<file path="src/cu_pkg.sv">
package cu_pkg;

	typedef enum logic [2:0] {
		CYC_FETCH,	// PC out to MAR, PC + 2 set up
		CYC_FETCH_PC,	// Incremented PC written back
		CYC_FETCH_IR,	// MDR into IR
		CYC_DECODE,	// Decoder enable or CEX skip
		CYC_EXEC1,
		CYC_EXEC2,	// SWAP only
		CYC_EXEC3,	// SWAP only
		CYC_BRK_HALT	// Parked while PC sits on the breakpoint
	} cycle_t;

	// Opcode numbers follow the decoder, gaps are invalid
	typedef enum logic [6:0] {
		OP_BEQ = 7'd1, OP_BNE = 7'd2, OP_BC = 7'd3, OP_BNC = 7'd4,
		OP_BN = 7'd5, OP_BGE = 7'd6, OP_BLT = 7'd7, OP_BRA = 7'd8,
		OP_ADD = 7'd9, OP_ADDC = 7'd10, OP_SUB = 7'd11, OP_SUBC = 7'd12,
		OP_DADD = 7'd13, OP_CMP = 7'd14, OP_XOR = 7'd15, OP_AND = 7'd16,
		OP_OR = 7'd17, OP_BIT = 7'd18, OP_BIC = 7'd19, OP_BIS = 7'd20,
		OP_MOV = 7'd21, OP_SWAP = 7'd22, OP_SRA = 7'd23, OP_RRC = 7'd24,
		OP_SETCC = 7'd30, OP_CLRCC = 7'd31, OP_CEX = 7'd32
	} op_t;

	// Word encodings, byte variant is the next odd value
	typedef enum logic [5:0] {
		ALU_ADD = 6'd0, ALU_ADDC = 6'd2, ALU_SUB = 6'd4, ALU_SUBC = 6'd6,
		ALU_DADD = 6'd8, ALU_CMP = 6'd10, ALU_XOR = 6'd12, ALU_AND = 6'd14,
		ALU_OR = 6'd16, ALU_BIT = 6'd18, ALU_BIC = 6'd20, ALU_BIS = 6'd22,
		ALU_SRA = 6'd24, ALU_RRC = 6'd26
	} alu_op_t;

	typedef enum logic [1:0] {SRC_MDR, SRC_REG, SRC_IR, SRC_ALU} bus_src_t;
	typedef enum logic [1:0] {DST_MDR, DST_REG, DST_IR, DST_ALU} bus_dst_t;	// DST_MDR is MAR on addr bus

	typedef enum logic [1:0] {PSW_PASS, PSW_SET, PSW_CLR} psw_op_t;

	typedef struct packed {
		logic wb;	// 1 = byte transfer
		bus_src_t src;
		bus_dst_t dst;
		logic en;	// Route active this cycle
	} bus_route_t;

	typedef struct packed {
		op_t op;
		logic [2:0] dst;
		logic [2:0] src;
		logic rc;	// Constant table select
		logic wb;
		logic [3:0] cond;	// CEX condition code
		logic [2:0] t_cnt;
		logic [2:0] f_cnt;
		logic [4:0] pswb;	// SETCC/CLRCC mask
	} decoded_instr_t;

	typedef struct packed {
		logic id_en;
		logic mem_ena;
		logic mem_write;
		logic mem_byte;
		bus_route_t addr_route;
		bus_route_t data_route;
		logic [4:0] dbus_dst;
		logic [4:0] dbus_src;
		logic [4:0] alu_dst;
		logic [4:0] alu_src;
		logic [4:0] addr_src;
		logic s_bus_sel;	// 0 = reg file, 1 = sign-extended offset
		logic [4:0] sxt_bit_num;
		logic sxt_shift;
		alu_op_t alu_op;
		logic psw_update;
	} ctrl_word_t;

	typedef struct packed {
		logic active;
		logic result;	// Condition outcome at CEX
		logic [2:0] t_cnt;
		logic [2:0] f_cnt;
	} cex_state_t;

	localparam logic [4:0] REG_PC = 5'd7;
	localparam logic [4:0] REG_CONST_2 = 5'd10;	// Constant 2 in the table
	localparam logic [4:0] REG_TEMP = 5'd16;

	localparam int FLAG_C = 0;
	localparam int FLAG_Z = 1;
	localparam int FLAG_N = 2;
	localparam int FLAG_V = 4;

endpackage

</file>
<file path="src/condition_eval.sv">
module condition_eval (
	input  logic [4:0] flags,
	input  logic [3:0] code,
	output logic cond_true
);
	import cu_pkg::*;

	logic c;
	logic z;
	logic n;
	logic v;

	assign c = flags[FLAG_C];	// Carry
	assign z = flags[FLAG_Z];	// Zero
	assign n = flags[FLAG_N];	// Negative
	assign v = flags[FLAG_V];	// Overflow

	always_comb
	begin
		case (code)
			4'd0: cond_true = z;	// EQ
			4'd1: cond_true = !z;	// NE
			4'd2: cond_true = c;	// CS/HS
			4'd3: cond_true = !c;	// CC/LO
			4'd4: cond_true = n;	// MI
			4'd5: cond_true = !n;	// PL
			4'd6: cond_true = v;	// VS
			4'd7: cond_true = !v;	// VC
			4'd8: cond_true = c && !z;	// HI
			4'd9: cond_true = !c || z;	// LS
			4'd10: cond_true = (n == v);	// GE
			4'd11: cond_true = (n != v);	// LT
			4'd12: cond_true = !z && (n == v);	// GT
			4'd13: cond_true = z || (n != v);	// LE
			4'd14: cond_true = 1'b1;	// AL
			default: cond_true = 1'b0;	// Never
		endcase
	end

endmodule

</file>
<file path="src/cex_tracker.sv">
module cex_tracker (
	input  logic clock,
	input  logic cpucycle_rst,
	input  cu_pkg::cycle_t cycle,
	input  logic cex_load,
	input  cu_pkg::cex_state_t cex_next,
	output logic exec_ok,
	output cu_pkg::cex_state_t cex_state
);
	import cu_pkg::*;

	cex_state_t dec_state;	// State after one decode
	logic [2:0] t_left;
	logic [2:0] f_left;

	// True block runs first, then the false block
	assign exec_ok = !cex_state.active
		|| (cex_state.result && (cex_state.t_cnt != 3'd0))
		|| (!cex_state.result && (cex_state.f_cnt != 3'd0) && (cex_state.t_cnt == 3'd0));

	always_comb
	begin
		t_left = cex_state.t_cnt;
		f_left = cex_state.f_cnt;
		if (t_left != 3'd0)
			t_left = t_left - 3'd1;	// Count true side first
		else if (f_left != 3'd0)
			f_left = f_left - 3'd1;
		dec_state.active = cex_state.active && ((t_left != 3'd0) || (f_left != 3'd0));
		dec_state.result = cex_state.result;
		dec_state.t_cnt = t_left;
		dec_state.f_cnt = f_left;
	end

	always_ff @(posedge clock)
	begin
		if (cpucycle_rst)
			cex_state <= '0;
		else if (cex_load)
			cex_state <= cex_next;	// New CEX from EXEC1
		else if (cycle == CYC_DECODE)
			cex_state <= dec_state;
	end

	a_load_not_decode: assert property (@(posedge clock) disable iff (cpucycle_rst)
		cex_load |-> (cycle != CYC_DECODE))
		else $error("CEX load collides with decode countdown");

endmodule

</file>
<file path="src/cycle_sequencer.sv">
module cycle_sequencer #(
	parameter int ADDR_W = 16
) (
	input  logic clock,
	input  logic cpucycle_rst,
	input  logic instr_done,
	input  logic [ADDR_W-1:0] pc,
	input  logic [ADDR_W-1:0] brkpnt,
	output cu_pkg::cycle_t cycle
);
	import cu_pkg::*;

	cycle_t cycle_next;
	cycle_t end_state;	// Where an instruction ends up

	assign end_state = (pc == brkpnt) ? CYC_BRK_HALT : CYC_FETCH;

	always_comb
	begin
		cycle_next = cycle;
		case (cycle)
			CYC_FETCH, CYC_FETCH_PC, CYC_FETCH_IR:
				cycle_next = cycle_t'(cycle + 3'd1);	// Fetch always runs through
			CYC_DECODE, CYC_EXEC1, CYC_EXEC2:
				cycle_next = instr_done ? end_state : cycle_t'(cycle + 3'd1);
			CYC_EXEC3:
				cycle_next = end_state;	// Longest instruction
			CYC_BRK_HALT:
				cycle_next = (pc != brkpnt) ? CYC_FETCH : CYC_BRK_HALT;
			default:
				cycle_next = CYC_FETCH;
		endcase
	end

	always_ff @(posedge clock)
	begin
		if (cpucycle_rst)
			cycle <= CYC_FETCH;
		else
			cycle <= cycle_next;
	end

	a_done_in_exec: assert property (@(posedge clock) disable iff (cpucycle_rst)
		instr_done |-> (cycle inside {CYC_DECODE, CYC_EXEC1, CYC_EXEC2, CYC_EXEC3}))
		else $error("instr_done raised outside decode or execute");

	a_exec3_ends: assert property (@(posedge clock) disable iff (cpucycle_rst)
		(cycle == CYC_EXEC3) |-> instr_done)
		else $error("EXEC3 reached without end of instruction");

endmodule

</file>
<file path="src/psw_unit.sv">
module psw_unit #(
	parameter logic [15:0] PSW_INIT = 16'h60e0
) (
	input  logic clock,
	input  logic cpucycle_rst,
	input  logic [15:0] psw_in,
	input  cu_pkg::psw_op_t psw_op,
	input  logic [4:0] psw_mask,
	output logic [15:0] psw_out
);
	import cu_pkg::*;

	logic [4:0] flags_next;

	always_comb
	begin
		case (psw_op)
			PSW_SET: flags_next = psw_in[4:0] | psw_mask;	// SETCC
			PSW_CLR: flags_next = psw_in[4:0] & ~psw_mask;	// CLRCC
			default: flags_next = psw_in[4:0];	// Track datapath PSW
		endcase
	end

	always_ff @(posedge clock)
	begin
		if (cpucycle_rst)
			psw_out <= PSW_INIT;
		else
			psw_out <= {psw_in[15:5], flags_next};	// Upper bits pass unchanged
	end

endmodule

</file>
<file path="src/exec_control.sv">
module exec_control (
	input  logic clock,
	input  logic cpucycle_rst,
	input  cu_pkg::cycle_t cycle,
	input  cu_pkg::decoded_instr_t instr,
	input  logic [4:0] flags,
	input  logic exec_ok,
	output cu_pkg::ctrl_word_t ctrl,
	output logic instr_done,
	output cu_pkg::psw_op_t psw_op,
	output logic [4:0] psw_mask,
	output logic cex_load,
	output cu_pkg::cex_state_t cex_next
);
	import cu_pkg::*;

	decoded_instr_t instr_q;	// Held through execute
	logic [3:0] cond_code;
	logic cond_true;
	logic [4:0] alu_idx;	// ALU op without the byte bit
	logic [4:0] dst_reg;
	logic [4:0] src_reg;

	function automatic bus_route_t route(input logic wb, input bus_src_t src,
		input bus_dst_t dst);
		return '{wb: wb, src: src, dst: dst, en: 1'b1};
	endfunction

	always_ff @(posedge clock)
	begin
		if (cpucycle_rst)
			instr_q <= '0;	// Opcode 0 is invalid
		else if ((cycle == CYC_DECODE) && exec_ok)
			instr_q <= instr;
	end

	assign dst_reg = {2'b00, instr_q.dst};
	assign src_reg = {2'b00, instr_q.src};
	assign alu_idx = (instr_q.op inside {OP_SRA, OP_RRC}) ? 5'(instr_q.op - 7'd11)
		: 5'(instr_q.op - OP_ADD);

	// Branch opcodes map onto the shared condition table
	always_comb
	begin
		if (instr_q.op == OP_CEX)
			cond_code = instr_q.cond;
		else if (instr_q.op <= OP_BN)
			cond_code = 4'(instr_q.op - 7'd1);
		else
			cond_code = 4'(instr_q.op + 7'd4);
	end

	condition_eval u_cond (
		.flags(flags),
		.code(cond_code),
		.cond_true(cond_true)
	);

	always_comb
	begin
		ctrl = '0;	// Every enable idle by default
		instr_done = 1'b0;
		psw_op = PSW_PASS;
		psw_mask = '0;
		cex_load = 1'b0;
		cex_next = '0;
		case (cycle)
			CYC_FETCH:
			begin
				ctrl.addr_src = REG_PC;
				ctrl.addr_route = route(1'b0, SRC_REG, DST_MDR);	// PC to MAR
				ctrl.mem_ena = 1'b1;	// Word read
				ctrl.alu_dst = REG_PC;
				ctrl.alu_src = REG_CONST_2;
				ctrl.alu_op = ALU_ADD;	// PC + 2, flags untouched
			end
			CYC_FETCH_PC:
			begin
				ctrl.alu_dst = REG_PC;
				ctrl.alu_src = REG_CONST_2;
				ctrl.dbus_dst = REG_PC;
				ctrl.data_route = route(1'b0, SRC_ALU, DST_REG);
			end
			CYC_FETCH_IR:
				ctrl.data_route = route(1'b0, SRC_MDR, DST_IR);
			CYC_DECODE:
			begin
				ctrl.id_en = exec_ok;
				instr_done = !exec_ok;	// CEX skip
			end
			CYC_EXEC1:
			begin
				instr_done = (instr_q.op != OP_SWAP);
				case (instr_q.op) inside
					[OP_BEQ:OP_BRA]:
						if (cond_true)
						begin
							ctrl.s_bus_sel = 1'b1;	// Offset on S-bus
							ctrl.sxt_bit_num = 5'd10;
							ctrl.sxt_shift = 1'b1;	// Word offset
							ctrl.alu_op = ALU_ADD;
							ctrl.alu_dst = REG_PC;
							ctrl.dbus_dst = REG_PC;
							ctrl.data_route = route(1'b0, SRC_ALU, DST_REG);
						end
					[OP_ADD:OP_BIS], OP_SRA, OP_RRC:
					begin
						ctrl.alu_op = alu_op_t'({alu_idx, instr_q.wb});
						ctrl.alu_dst = dst_reg;
						ctrl.alu_src = {1'b0, instr_q.rc, instr_q.src};	// rc picks constants
						ctrl.dbus_dst = dst_reg;
						ctrl.psw_update = 1'b1;
						ctrl.data_route = route(instr_q.wb, SRC_ALU, DST_REG);
					end
					OP_MOV:
					begin
						ctrl.dbus_dst = dst_reg;
						ctrl.dbus_src = src_reg;
						ctrl.data_route = route(instr_q.wb, SRC_REG, DST_REG);
					end
					OP_SWAP:
					begin
						ctrl.dbus_dst = REG_TEMP;	// Park src
						ctrl.dbus_src = src_reg;
						ctrl.data_route = route(1'b0, SRC_REG, DST_REG);
					end
					OP_SETCC, OP_CLRCC:
					begin
						psw_op = (instr_q.op == OP_SETCC) ? PSW_SET : PSW_CLR;
						psw_mask = instr_q.pswb;
					end
					OP_CEX:
					begin
						cex_load = 1'b1;
						cex_next = '{active: 1'b1, result: cond_true,
							t_cnt: instr_q.t_cnt, f_cnt: instr_q.f_cnt};
					end
					default:
						instr_done = 1'b1;	// Invalid, no action
				endcase
			end
			CYC_EXEC2:
			begin
				ctrl.dbus_dst = src_reg;	// dst into src
				ctrl.dbus_src = dst_reg;
				ctrl.data_route = route(1'b0, SRC_REG, DST_REG);
			end
			CYC_EXEC3:
			begin
				instr_done = 1'b1;
				ctrl.dbus_dst = dst_reg;	// Temp into dst
				ctrl.dbus_src = REG_TEMP;
				ctrl.data_route = route(1'b0, SRC_REG, DST_REG);
			end
			default:
				ctrl = '0;	// Breakpoint halt
		endcase
	end

endmodule

</file>
<file path="src/control_unit.sv">
module control_unit #(
	parameter int ADDR_W = 16,
	parameter logic [15:0] PSW_INIT = 16'h60e0
) (
	input  logic clock,
	input  logic cpucycle_rst,
	input  cu_pkg::decoded_instr_t instr,
	input  logic [ADDR_W-1:0] pc,
	input  logic [ADDR_W-1:0] brkpnt,
	input  logic [15:0] psw_in,
	output cu_pkg::ctrl_word_t ctrl,
	output cu_pkg::cycle_t cycle,
	output logic [15:0] psw_out,
	output cu_pkg::cex_state_t cex_state
);
	import cu_pkg::*;

	logic instr_done;	// End of instruction
	logic exec_ok;
	psw_op_t psw_op;
	logic [4:0] psw_mask;
	logic cex_load;
	cex_state_t cex_next;

	cycle_sequencer #(.ADDR_W(ADDR_W)) u_seq (
		.clock, .cpucycle_rst,
		.instr_done, .pc, .brkpnt,
		.cycle
	);

	exec_control u_exec (
		.clock, .cpucycle_rst, .cycle, .instr,
		.flags(psw_in[4:0]),	// C Z N SLP V
		.exec_ok, .ctrl, .instr_done,
		.psw_op, .psw_mask,
		.cex_load, .cex_next
	);

	cex_tracker u_cex (
		.clock, .cpucycle_rst, .cycle,
		.cex_load, .cex_next,
		.exec_ok, .cex_state
	);

	psw_unit #(.PSW_INIT(PSW_INIT)) u_psw (
		.clock, .cpucycle_rst, .psw_in,
		.psw_op, .psw_mask,
		.psw_out
	);

endmodule

</file>
<file path="config.mk">
export PLATFORM = sky130hd
export DESIGN_NAME = control_unit
export DESIGN_NICKNAME = d
export VERILOG_FILES = /design/src/cu_pkg.sv /design/src/condition_eval.sv /design/src/cex_tracker.sv /design/src/cycle_sequencer.sv /design/src/psw_unit.sv /design/src/exec_control.sv /design/src/control_unit.sv
export SDC_FILE = /design/constraint.sdc
export NUM_CORES = 1
export LEC_CHECK = 0
export BUFFER_PORTS_ARGS = -buffer_cell sky130_fd_sc_hd__buf_2
export CAP_MARGIN = 5
export CORE_UTILIZATION = 53
export CTS_BUF_LIST = sky130_fd_sc_hd__clkbuf_16
export DETAILED_ROUTE_END_ITERATION = 7
export PLACE_DENSITY = 0.86
export SYNTH_ARGS = -nofsm -noshare
export SYNTH_HDL_FRONTEND = slang
export SYNTH_SLANG_ARGS = --single-unit
</file>
<file path="constraint.sdc">
create_clock -name clock -period 10.5 [get_ports clock]
set_input_delay 1.575 -clock clock [delete_from_list [all_inputs] [get_ports clock]]
set_output_delay 1.575 -clock clock [all_outputs]
set_load 0.03 [all_outputs]
</file>
==> run metrics, run 1 <==
Initial Utilization=0.5540; gp weighted congestion=0.9485; leading area contributor after synthesis=dfxtp_1; Post-synth EDFFs=0; Setup Buffers After CTS=0; initial antenna violation count=0; Worst-Skew Late Latency=0.32 ns; antenna-violating nets left=0; post-synthesis sequential area ratio=0.2824; critical path data arrival time=3.95 ns; CP Capture Type=output pin; clk_skew=0.007854 ns; Final Cycle Share=0.5265; antenna cell count=0; largest net degree at the start of global routing=58; CTS Hold Buffers Added=0; CP Launch Type=register; global-route wire length before repair=18,100 µm; fmax=0.1809 GHz; Yosys reg bits=57; max cap viols=0; post-synthesis cell type count=62; CTS tree=built; Mapped Area=0.004040 mm²; Top Registers=u_exec.instr_q: 27 flops, u_psw.psw_out: 16 flops, u_cex.cex_state: 8 flops; r2r setup slk=6.97 ns; Final Hold Vio Count=0; Synth area leaders=dfxtp_1, nand2_1, a21oi_1; Setup TNS=0 ns; worst-margin pin slew=0.9874 ns; largest buffer count on any clock path=2; VDD IR max=0.0001138 V; total die area=0.007976 mm²; DR pass1 iterations=5; most flop-heavy register=u_exec.instr_q; pre-CTS setup slack=5.413 ns; share of layout cells above drive strength 1=0.2957; max reg flops=27; core area=0.007292 mm²; H-tree Lvls=3; post_cts resized=0; Ports=162; nets=745; Total GRT Usage=0.2907; Crit Path Class=register to output pin; Final HPWL DP=8373 µm; Num CTS Buffers=9; Tmin final=5.528 ns; total number of vias=4,200; die height=89.31 µm; PortBufs=145; grt total ovfl=0; vias per inst=5.638; setup ws final=4.972 ns; Hold Path Class=register to register; drt wl/cell=15.04 µm; DR iter-0 viols=326; pwr dens=208.2 mW/mm²; Rel. slew slack=0.3417; RSZ-0062 raised after global routing=false; root buf cell=clkbuf_16; cell count after synthesis=521; vias in the first global route=3,963; synth warn=0; Clock transition at path regs=0.05 ns; DR DRC count=0; worst path required time=8.93 ns; Post-Route WL=11,210 µm; die extent in x=89.31 µm; clk sinks=57; Area Overhead vs Synth=21.90%; crit path max fanout=15; most common cell in the netlist=nand2_1; post-synth top area share=0.2824; synthesized area per cell=7.755 µm²; status=finished clean; Pleak=2.171 nW; ys flop type=dfxtp_1; # setup viols final=0; synth cell count leaders=nand2_1, a21oi_1, dfxtp_1, nor2_1, buf_4; Rows=31; share of flip-flops with an asynchronous set or reset=0; Max Slew Vio Count=0
-- per-layer routing --
| layer | share of wire | wire length (µm) | up-vias | global-route usage |
|---|---|---|---|---|
| li1 | - | - | 2019 | - |
| met1 | 0.42 | 4654 | 1920 | 0.3586 |
| met2 | 0.47 | 5255 | 233 | 0.4885 |
| met3 | 0.095 | 1061 | 28 | 0.06741 |
| met4 | 0.021 | 235 | 0 | 0.1198 |
| met5 | 0 | 0 | - | 0 |
-- final cells by class --
cell class / instances / area [µm²]
clock inverters: 6 / 51.30
clock buffers: 9 / 225.2
well taps: 99 / 123.9
multi-input cells: 403 / 2552
flip-flops and latches: 57 / 1141
fillers: 643 / 2367
repair buffers: 147 / 740.7
inverters: 24 / 90.09
-- where the power goes --
group / switching, mW / internal [mW] / leakage (nW) / total (mW)
Combinational: 0.320 / 0.164 / 1.56 / 0.484
Clock: 0.0940 / 0.178 / 0.141 / 0.272
Sequential: 0.0317 / 0.237 / 0.465 / 0.269
Total: 0.446 / 0.579 / 2.17 / 1.03
-- cell families after synthesis --
family                   after synthesis  synth area share
other                                  1         0.0009282
AND/OR/NAND/NOR                      195            0.2304
adder cells (fa/ha/maj)               23           0.07123
multiplexers                           5           0.01394
buffers and inverters                 76           0.09972
flip-flops                            57            0.2824
AO/OA/AOI/OAI                        141            0.2515
XOR/XNOR                              23           0.04986
-- worst paths after layout --
kind	end	startpoint	depth (start not counted)
worst max-delay path	ctrl[25]	u_exec.instr_q[25]$_SDFFE_PP0P_	11
worst min-delay path	u_exec.instr_q[5]$_SDFFE_PP0P_	u_exec.instr_q[5]$_SDFFE_PP0P_	2
worst max register to register	u_cex.cex_state[6]$_SDFFE_PP0P_	u_exec.instr_q[25]$_SDFFE_PP0P_	10
worst min register to register	u_exec.instr_q[5]$_SDFFE_PP0P_	u_exec.instr_q[5]$_SDFFE_PP0P_	2
-- layout by cell type, fill, tap and decap left out, types with 3 or more instances in the layout --
| cell type | Yosys | final |
|---|---|---|
| a311oi_1 | 3 | 3 |
| ha_1 | 23 | 23 |
| a32o_1 | 3 | 3 |
| inv_1 | 24 | 25 |
| and2_1 | 6 | 6 |
| clkbuf_16 | 0 | 9 |
| nor3_2 | 3 | 3 |
| nand2_1 | 91 | 91 |
| nor3_1 | 18 | 18 |
| buf_2 | 4 | 145 |
| dfxtp_1 | 57 | 57 |
| conb_1 | 1 | 16 |
| nand4_1 | 5 | 5 |
| a211oi_1 | 8 | 8 |
| a31oi_1 | 10 | 10 |
| a2111oi_0 | 3 | 3 |
| nor2_1 | 27 | 27 |
| and3_1 | 3 | 3 |
| mux2i_1 | 3 | 3 |
| nand2b_1 | 4 | 4 |
| nor2b_1 | 11 | 11 |
| xnor2_1 | 23 | 23 |
| a21boi_0 | 3 | 3 |
| o211ai_1 | 3 | 3 |
| o21ai_0 | 12 | 12 |
| nand3_1 | 7 | 7 |
| or2_2 | 9 | 9 |
| o22ai_1 | 4 | 4 |
| a21oi_1 | 65 | 65 |
-- critical path, cell delays in order, from the launching register on --
cell,delay (ns)
dfxtp_1,0.78
inv_1,0.26
ha_1,0.29
and4bb_4,0.22
and2_4,0.20
or3_1,0.38
o221ai_2,0.16
a2111oi_0,0.18
or3_4,0.41
o31ai_4,0.37
a31oi_1,0.14
buf_2,0.22
-- metrics by stage --
stage / instance area (µm²) / util / std cells / hold slack [ns] / power [mW]
5_1_grt: 4925 / 0.6754 / 745 / 0.4815 / 1.084
3_5_place_dp: 4648 / 0.6374 / 730 / 0.4483 / 0.7478
4_1_cts: 4925 / 0.6754 / 745 / 0.4547 / 1.023
6_report: 4925 / 0.6754 / 745 / 0.4552 / 1.025
2_1_floorplan: 4096 / - / 536 / 0.4322 / 0.6541
3_3_place_gp: 4648 / 0.6374 / 730 / 0.4454 / 0.7384
(Power assumes the default switching activity.)
==> run 2: changes to the inputs <==
- CORE_UTILIZATION: 53 -> 45
- PLACE_DENSITY: 0.86 -> 0.78
- clock period: 10.5 -> 5.05 ns (I/O delays scaled with it)
==> run metrics, run 2 (synthesized netlist as in run 1, its figures left out) <==
CP Launch Type=register; DR DRC count=0; total die area=0.009361 mm²; Ports=162; Sequential cell area=0.001141 mm²; gp weighted congestion=0.9758; clk_skew=0.009266 ns; vias in the first global route=3,887; PortBufs=145; Area Overhead vs Synth=21.68%; grt total ovfl=0; Post-Route WL=11,160 µm; fmax=0.2171 GHz; pre-CTS setup slack=0.8402 ns; die height=96.75 µm; Final HPWL DP=8443 µm; Setup Buffers After CTS=0; Num CTS Buffers=9; multi-input logic area=0.002552 mm²; Pleak=2.158 nW; clk sinks=57; Top Registers=u_exec.instr_q: 27 flops, u_psw.psw_out: 16 flops, u_cex.cex_state: 8 flops; # setup viols final=0; total number of vias=4,170; CTS Hold Buffers Added=0; Total GRT Usage=0.2386; status=finished clean; Hold Path Class=register to register; pwr dens=423.7 mW/mm²; antenna cell count=0; CTS tree=built; WHS Path Cells=2; Rows=34; root buf cell=clkbuf_16; post_cts resized=0; CP Capture Type=output pin; vias per inst=5.531; worst-margin pin slew=1.037 ns; most flop-heavy register=u_exec.instr_q; max reg flops=27; Tmin final=4.607 ns; DR iter-0 viols=303; Setup TNS=0 ns; VDD IR max=0.0002409 V; H-tree Lvls=3; max cap viols=0; die extent in x=96.75 µm; Final Cycle Share=0.9123; drt wl/cell=14.80 µm; critical path data arrival time=3.85 ns; RSZ-0062 raised after global routing=false; antenna-violating nets left=0; Rel. slew slack=0.3081; core area=0.008721 mm²; worst path required time=4.29 ns; initial antenna violation count=0; crit path max fanout=15; largest net degree at the start of global routing=58; worst-case reg-to-reg path depth=8; Initial Utilization=0.4633; DR pass1 iterations=5; commonest non-fill, non-tap cell in the layout=buf_2; largest buffer count on any clock path=2; share of layout cells above drive strength 1=0.2972; Final Hold Vio Count=0; nets=744; commonest non-fill, non-tap cells in the layout=buf_2, nand2_1, a21oi_1; Max Slew Vio Count=0; fillers=831; global-route wire length before repair=18,440 µm; Crit Path Class=register to output pin; setup ws final=0.4428 ns; Clock transition at path regs=0.05 ns; Worst-Skew Late Latency=0.32 ns
-- run 2: worst paths after layout --
kind	slack [ns]	to	from
min reg2reg	0.46	u_exec.instr_q[10]$_SDFFE_PP0P_	u_exec.instr_q[10]$_SDFFE_PP0P_
max	0.44	ctrl[34]	u_exec.instr_q[25]$_SDFFE_PP0P_
min	0.46	u_exec.instr_q[10]$_SDFFE_PP0P_	u_exec.instr_q[10]$_SDFFE_PP0P_
max reg2reg	1.67	u_cex.cex_state[6]$_SDFFE_PP0P_	u_exec.instr_q[25]$_SDFFE_PP0P_
-- run 2: power breakdown --
group / total [mW] / switching, mW / leakage [nW] / internal (mW)
clock: 0.529 / 0.203 / 0.134 / 0.325
combinational: 0.993 / 0.655 / 1.56 / 0.338
sequential: 0.561 / 0.0679 / 0.465 / 0.493
-- run 2: layout make-up --
cell class | count | area share
Clock buffer | 9 | 0.04581
Clock inverter | 7 | 0.007890
Inverter | 24 | 0.01833
Multi-Input combinational cell | 403 | 0.5192
Sequential cell | 57 | 0.2321
Tap cell | 108 | 0.02749
Timing Repair Buffer | 146 | 0.1491
-- run 2: critical path, cell delays in order, from the launching register on --
cell       delay [ns]
dfxtp_1          0.75
ha_1             0.49
a21bo_2          0.24
o211ai_2         0.18
a311oi_2         0.53
a2111oi_0        0.17
or3_4            0.44
o31ai_4          0.37
o22ai_1          0.16
buf_2            0.21
-- run 2: through the flow --
step	utilization	instances	power, mW	cell area, µm²	hold WS (ns)
after floorplan	-	536	1.360	4096	0.4322
after global placement	0.5334	738	1.524	4652	0.4441
after detailed placement	0.5334	738	1.549	4652	0.4495
after CTS	0.5637	754	2.083	4916	0.4562
after global routing	0.5637	754	2.200	4916	0.4799
final	0.5637	754	2.083	4916	0.4556
-- run 2: layer usage --
| metal | GRT usage | part of all wire | vias up |
|---|---|---|---|
| met1 | 0.2990 | 0.41 | 1891 |
| met3 | 0.05564 | 0.087 | 23 |
| li1 | - | - | 2015 |
| met4 | 0.06889 | 0.013 | 0 |
| met2 | 0.4068 | 0.48 | 241 |
| met5 | 0 | 0 | - |
==> run 3: changes to the inputs <==
- GPL_TIMING_DRIVEN: not set -> 0
==> run metrics, run 3 (synthesized netlist as in run 1, its figures left out) <==
Critical Path Slowest Stage Cell=a311oi_2; nets=793; clk_skew=0.006716 ns; fmax=0.2117 GHz; largest net degree at the start of global routing=11; non-filler instance count after layout=803; CP Cell Sequence=buf_2 -> inv_1 -> ha_1 -> buf_2 -> a21boi_4 -> nor3_2 -> a311oi_2 -> or2_1 -> a2111oi_0 -> or3_4 -> nor3_2 -> a21oi_1 -> buf_4 -> buf_2; die extent in x=96.75 µm; gp weighted congestion=0.8826; Setup Buffers After CTS=0; max reg flops=27; DR DRC count=0; DR pass1 iterations=5; global-route wire length before repair=19,350 µm; clk sinks=57; Area Overhead vs Synth=29.58%; Worst-Skew Late Latency=0.33 ns; root buf cell=clkbuf_16; Pleak=2.350 nW; Clock transition at path regs=0.05 ns; RSZ-0062 raised after global routing=false; Hold Path Class=register to register; Final Hold Vio Count=0; vias per inst=5.296; critical path data arrival time=3.97 ns; largest buffer count on any clock path=2; Ports=162; Rel. slew slack=0.5267; Crit Path Class=register to output pin; worst path required time=4.29 ns; # setup viols final=0; CTS Hold Buffers Added=0; CTS tree=built; die height=96.75 µm; vias in the first global route=4,093; max cap viols=0; dpl cells=787; Setup TNS=0 ns; pwr dens=425.0 mW/mm²; VDD IR max=0.0002299 V; crit path max fanout=9; multi-input logic area=0.002552 mm²; Top Registers=u_exec.instr_q: 27 flops, u_psw.psw_out: 16 flops, u_cex.cex_state: 8 flops; total die area=0.009361 mm²; Post-Route WL=11,810 µm; Worst path max stage delay=0.47 ns; r2r setup slk=1.63 ns; H-tree Lvls=3; commonest non-fill, non-tap cells in the layout=buf_2, nand2_1, a21oi_1; core area=0.008721 mm²; total number of vias=4,253; post_cts resized=0; CP Capture Type=output pin; antenna-violating nets left=0; worst-margin pin slew=0.7099 ns; Num CTS Buffers=9; PortBufs=143; drt wl/cell=14.70 µm; Total GRT Usage=0.2537; CP Launch Type=register; Sequential cell area=0.001141 mm²; antenna cell count=0; Final HPWL DP=9140 µm; status=finished clean; initial antenna violation count=0; commonest non-fill, non-tap cell in the layout=buf_2; most flop-heavy register=u_exec.instr_q; share of layout cells above drive strength 1=0.3165; DR iter-0 viols=329; grt total ovfl=0; Most common cell on crit path=buf_2; Initial Utilization=0.4633; Tmin final=4.724 ns; Rows=34; Max Slew Vio Count=0; fillers=785; Final Cycle Share=0.9355
-- run 3: changes by cell type in the layout (fill, tap and decap cells not counted), sizes merged --
cell / delta
clkinv: -1
buf: +31
clkbuf: +18
bufinv: +1
-- run 3: path summary, 6_finish.rpt --
check | from | to | cells past startpoint
min reg2reg | u_exec.instr_q[10]$_SDFFE_PP0P_ | u_cex.cex_state[5]$_SDFFE_PP0P_ | 2
min | u_exec.instr_q[10]$_SDFFE_PP0P_ | u_cex.cex_state[5]$_SDFFE_PP0P_ | 2
max | u_exec.instr_q[24]$_SDFFE_PP0P_ | ctrl[42] | 14
max reg2reg | u_exec.instr_q[24]$_SDFFE_PP0P_ | u_cex.cex_state[6]$_SDFFE_PP0P_ | 12
-- run 3: metrics by stage --
step | worst slack [ns] | cell area, µm² | power [mW] | util | hold slack [ns]
after floorplan | 1.016 | 4096 | 1.360 | - | 0.4322
after global placement | 0.7754 | 4947 | 1.614 | 0.5673 | 0.4465
after detailed placement | 0.7418 | 4947 | 1.633 | 0.5673 | 0.4467
after CTS | 0.3874 | 5235 | 2.222 | 0.6003 | 0.4537
after global routing | 0.1579 | 5235 | 2.335 | 0.6003 | 0.4687
final | 0.3257 | 5235 | 2.225 | 0.6003 | 0.4548
-- run 3: per-layer routing --
layer  vias to the layer above  global-route usage  wire length (µm)
met5                         -                   0                 0
met4                         0             0.08840               266
met3                        24             0.05130               797
met2                       173              0.4290              5608
met1                      1931              0.3201              5135
li1                       2125                   -                 -
-- run 3: final cells by class --
cell class | instances | area share
flip-flops and latches | 57 | 0.2180
multi-input cells | 403 | 0.4876
inverters | 24 | 0.01721
plain buffers | 52 | 0.05975
clock inverters | 7 | 0.01195
well taps | 108 | 0.02581
clock buffers | 9 | 0.04302
repair buffers | 143 | 0.1367
-- run 3: worst max-delay path: cells and delay by family, from the launching register on --
family                   cells  cell delay [ns]
buffers and inverters        5             0.93
flip-flops                   1             0.42
AO/OA/AOI/OAI                4             0.97
AND/OR/NAND/NOR              4             1.12
adder cells (fa/ha/maj)      1             0.19
-- run 3: power by group --
group | internal [mW] | switching, mW | leakage, nW
Combinational | 0.392 | 0.706 | 1.74
Clock | 0.376 | 0.213 | 0.142
Sequential | 0.493 | 0.0448 | 0.465
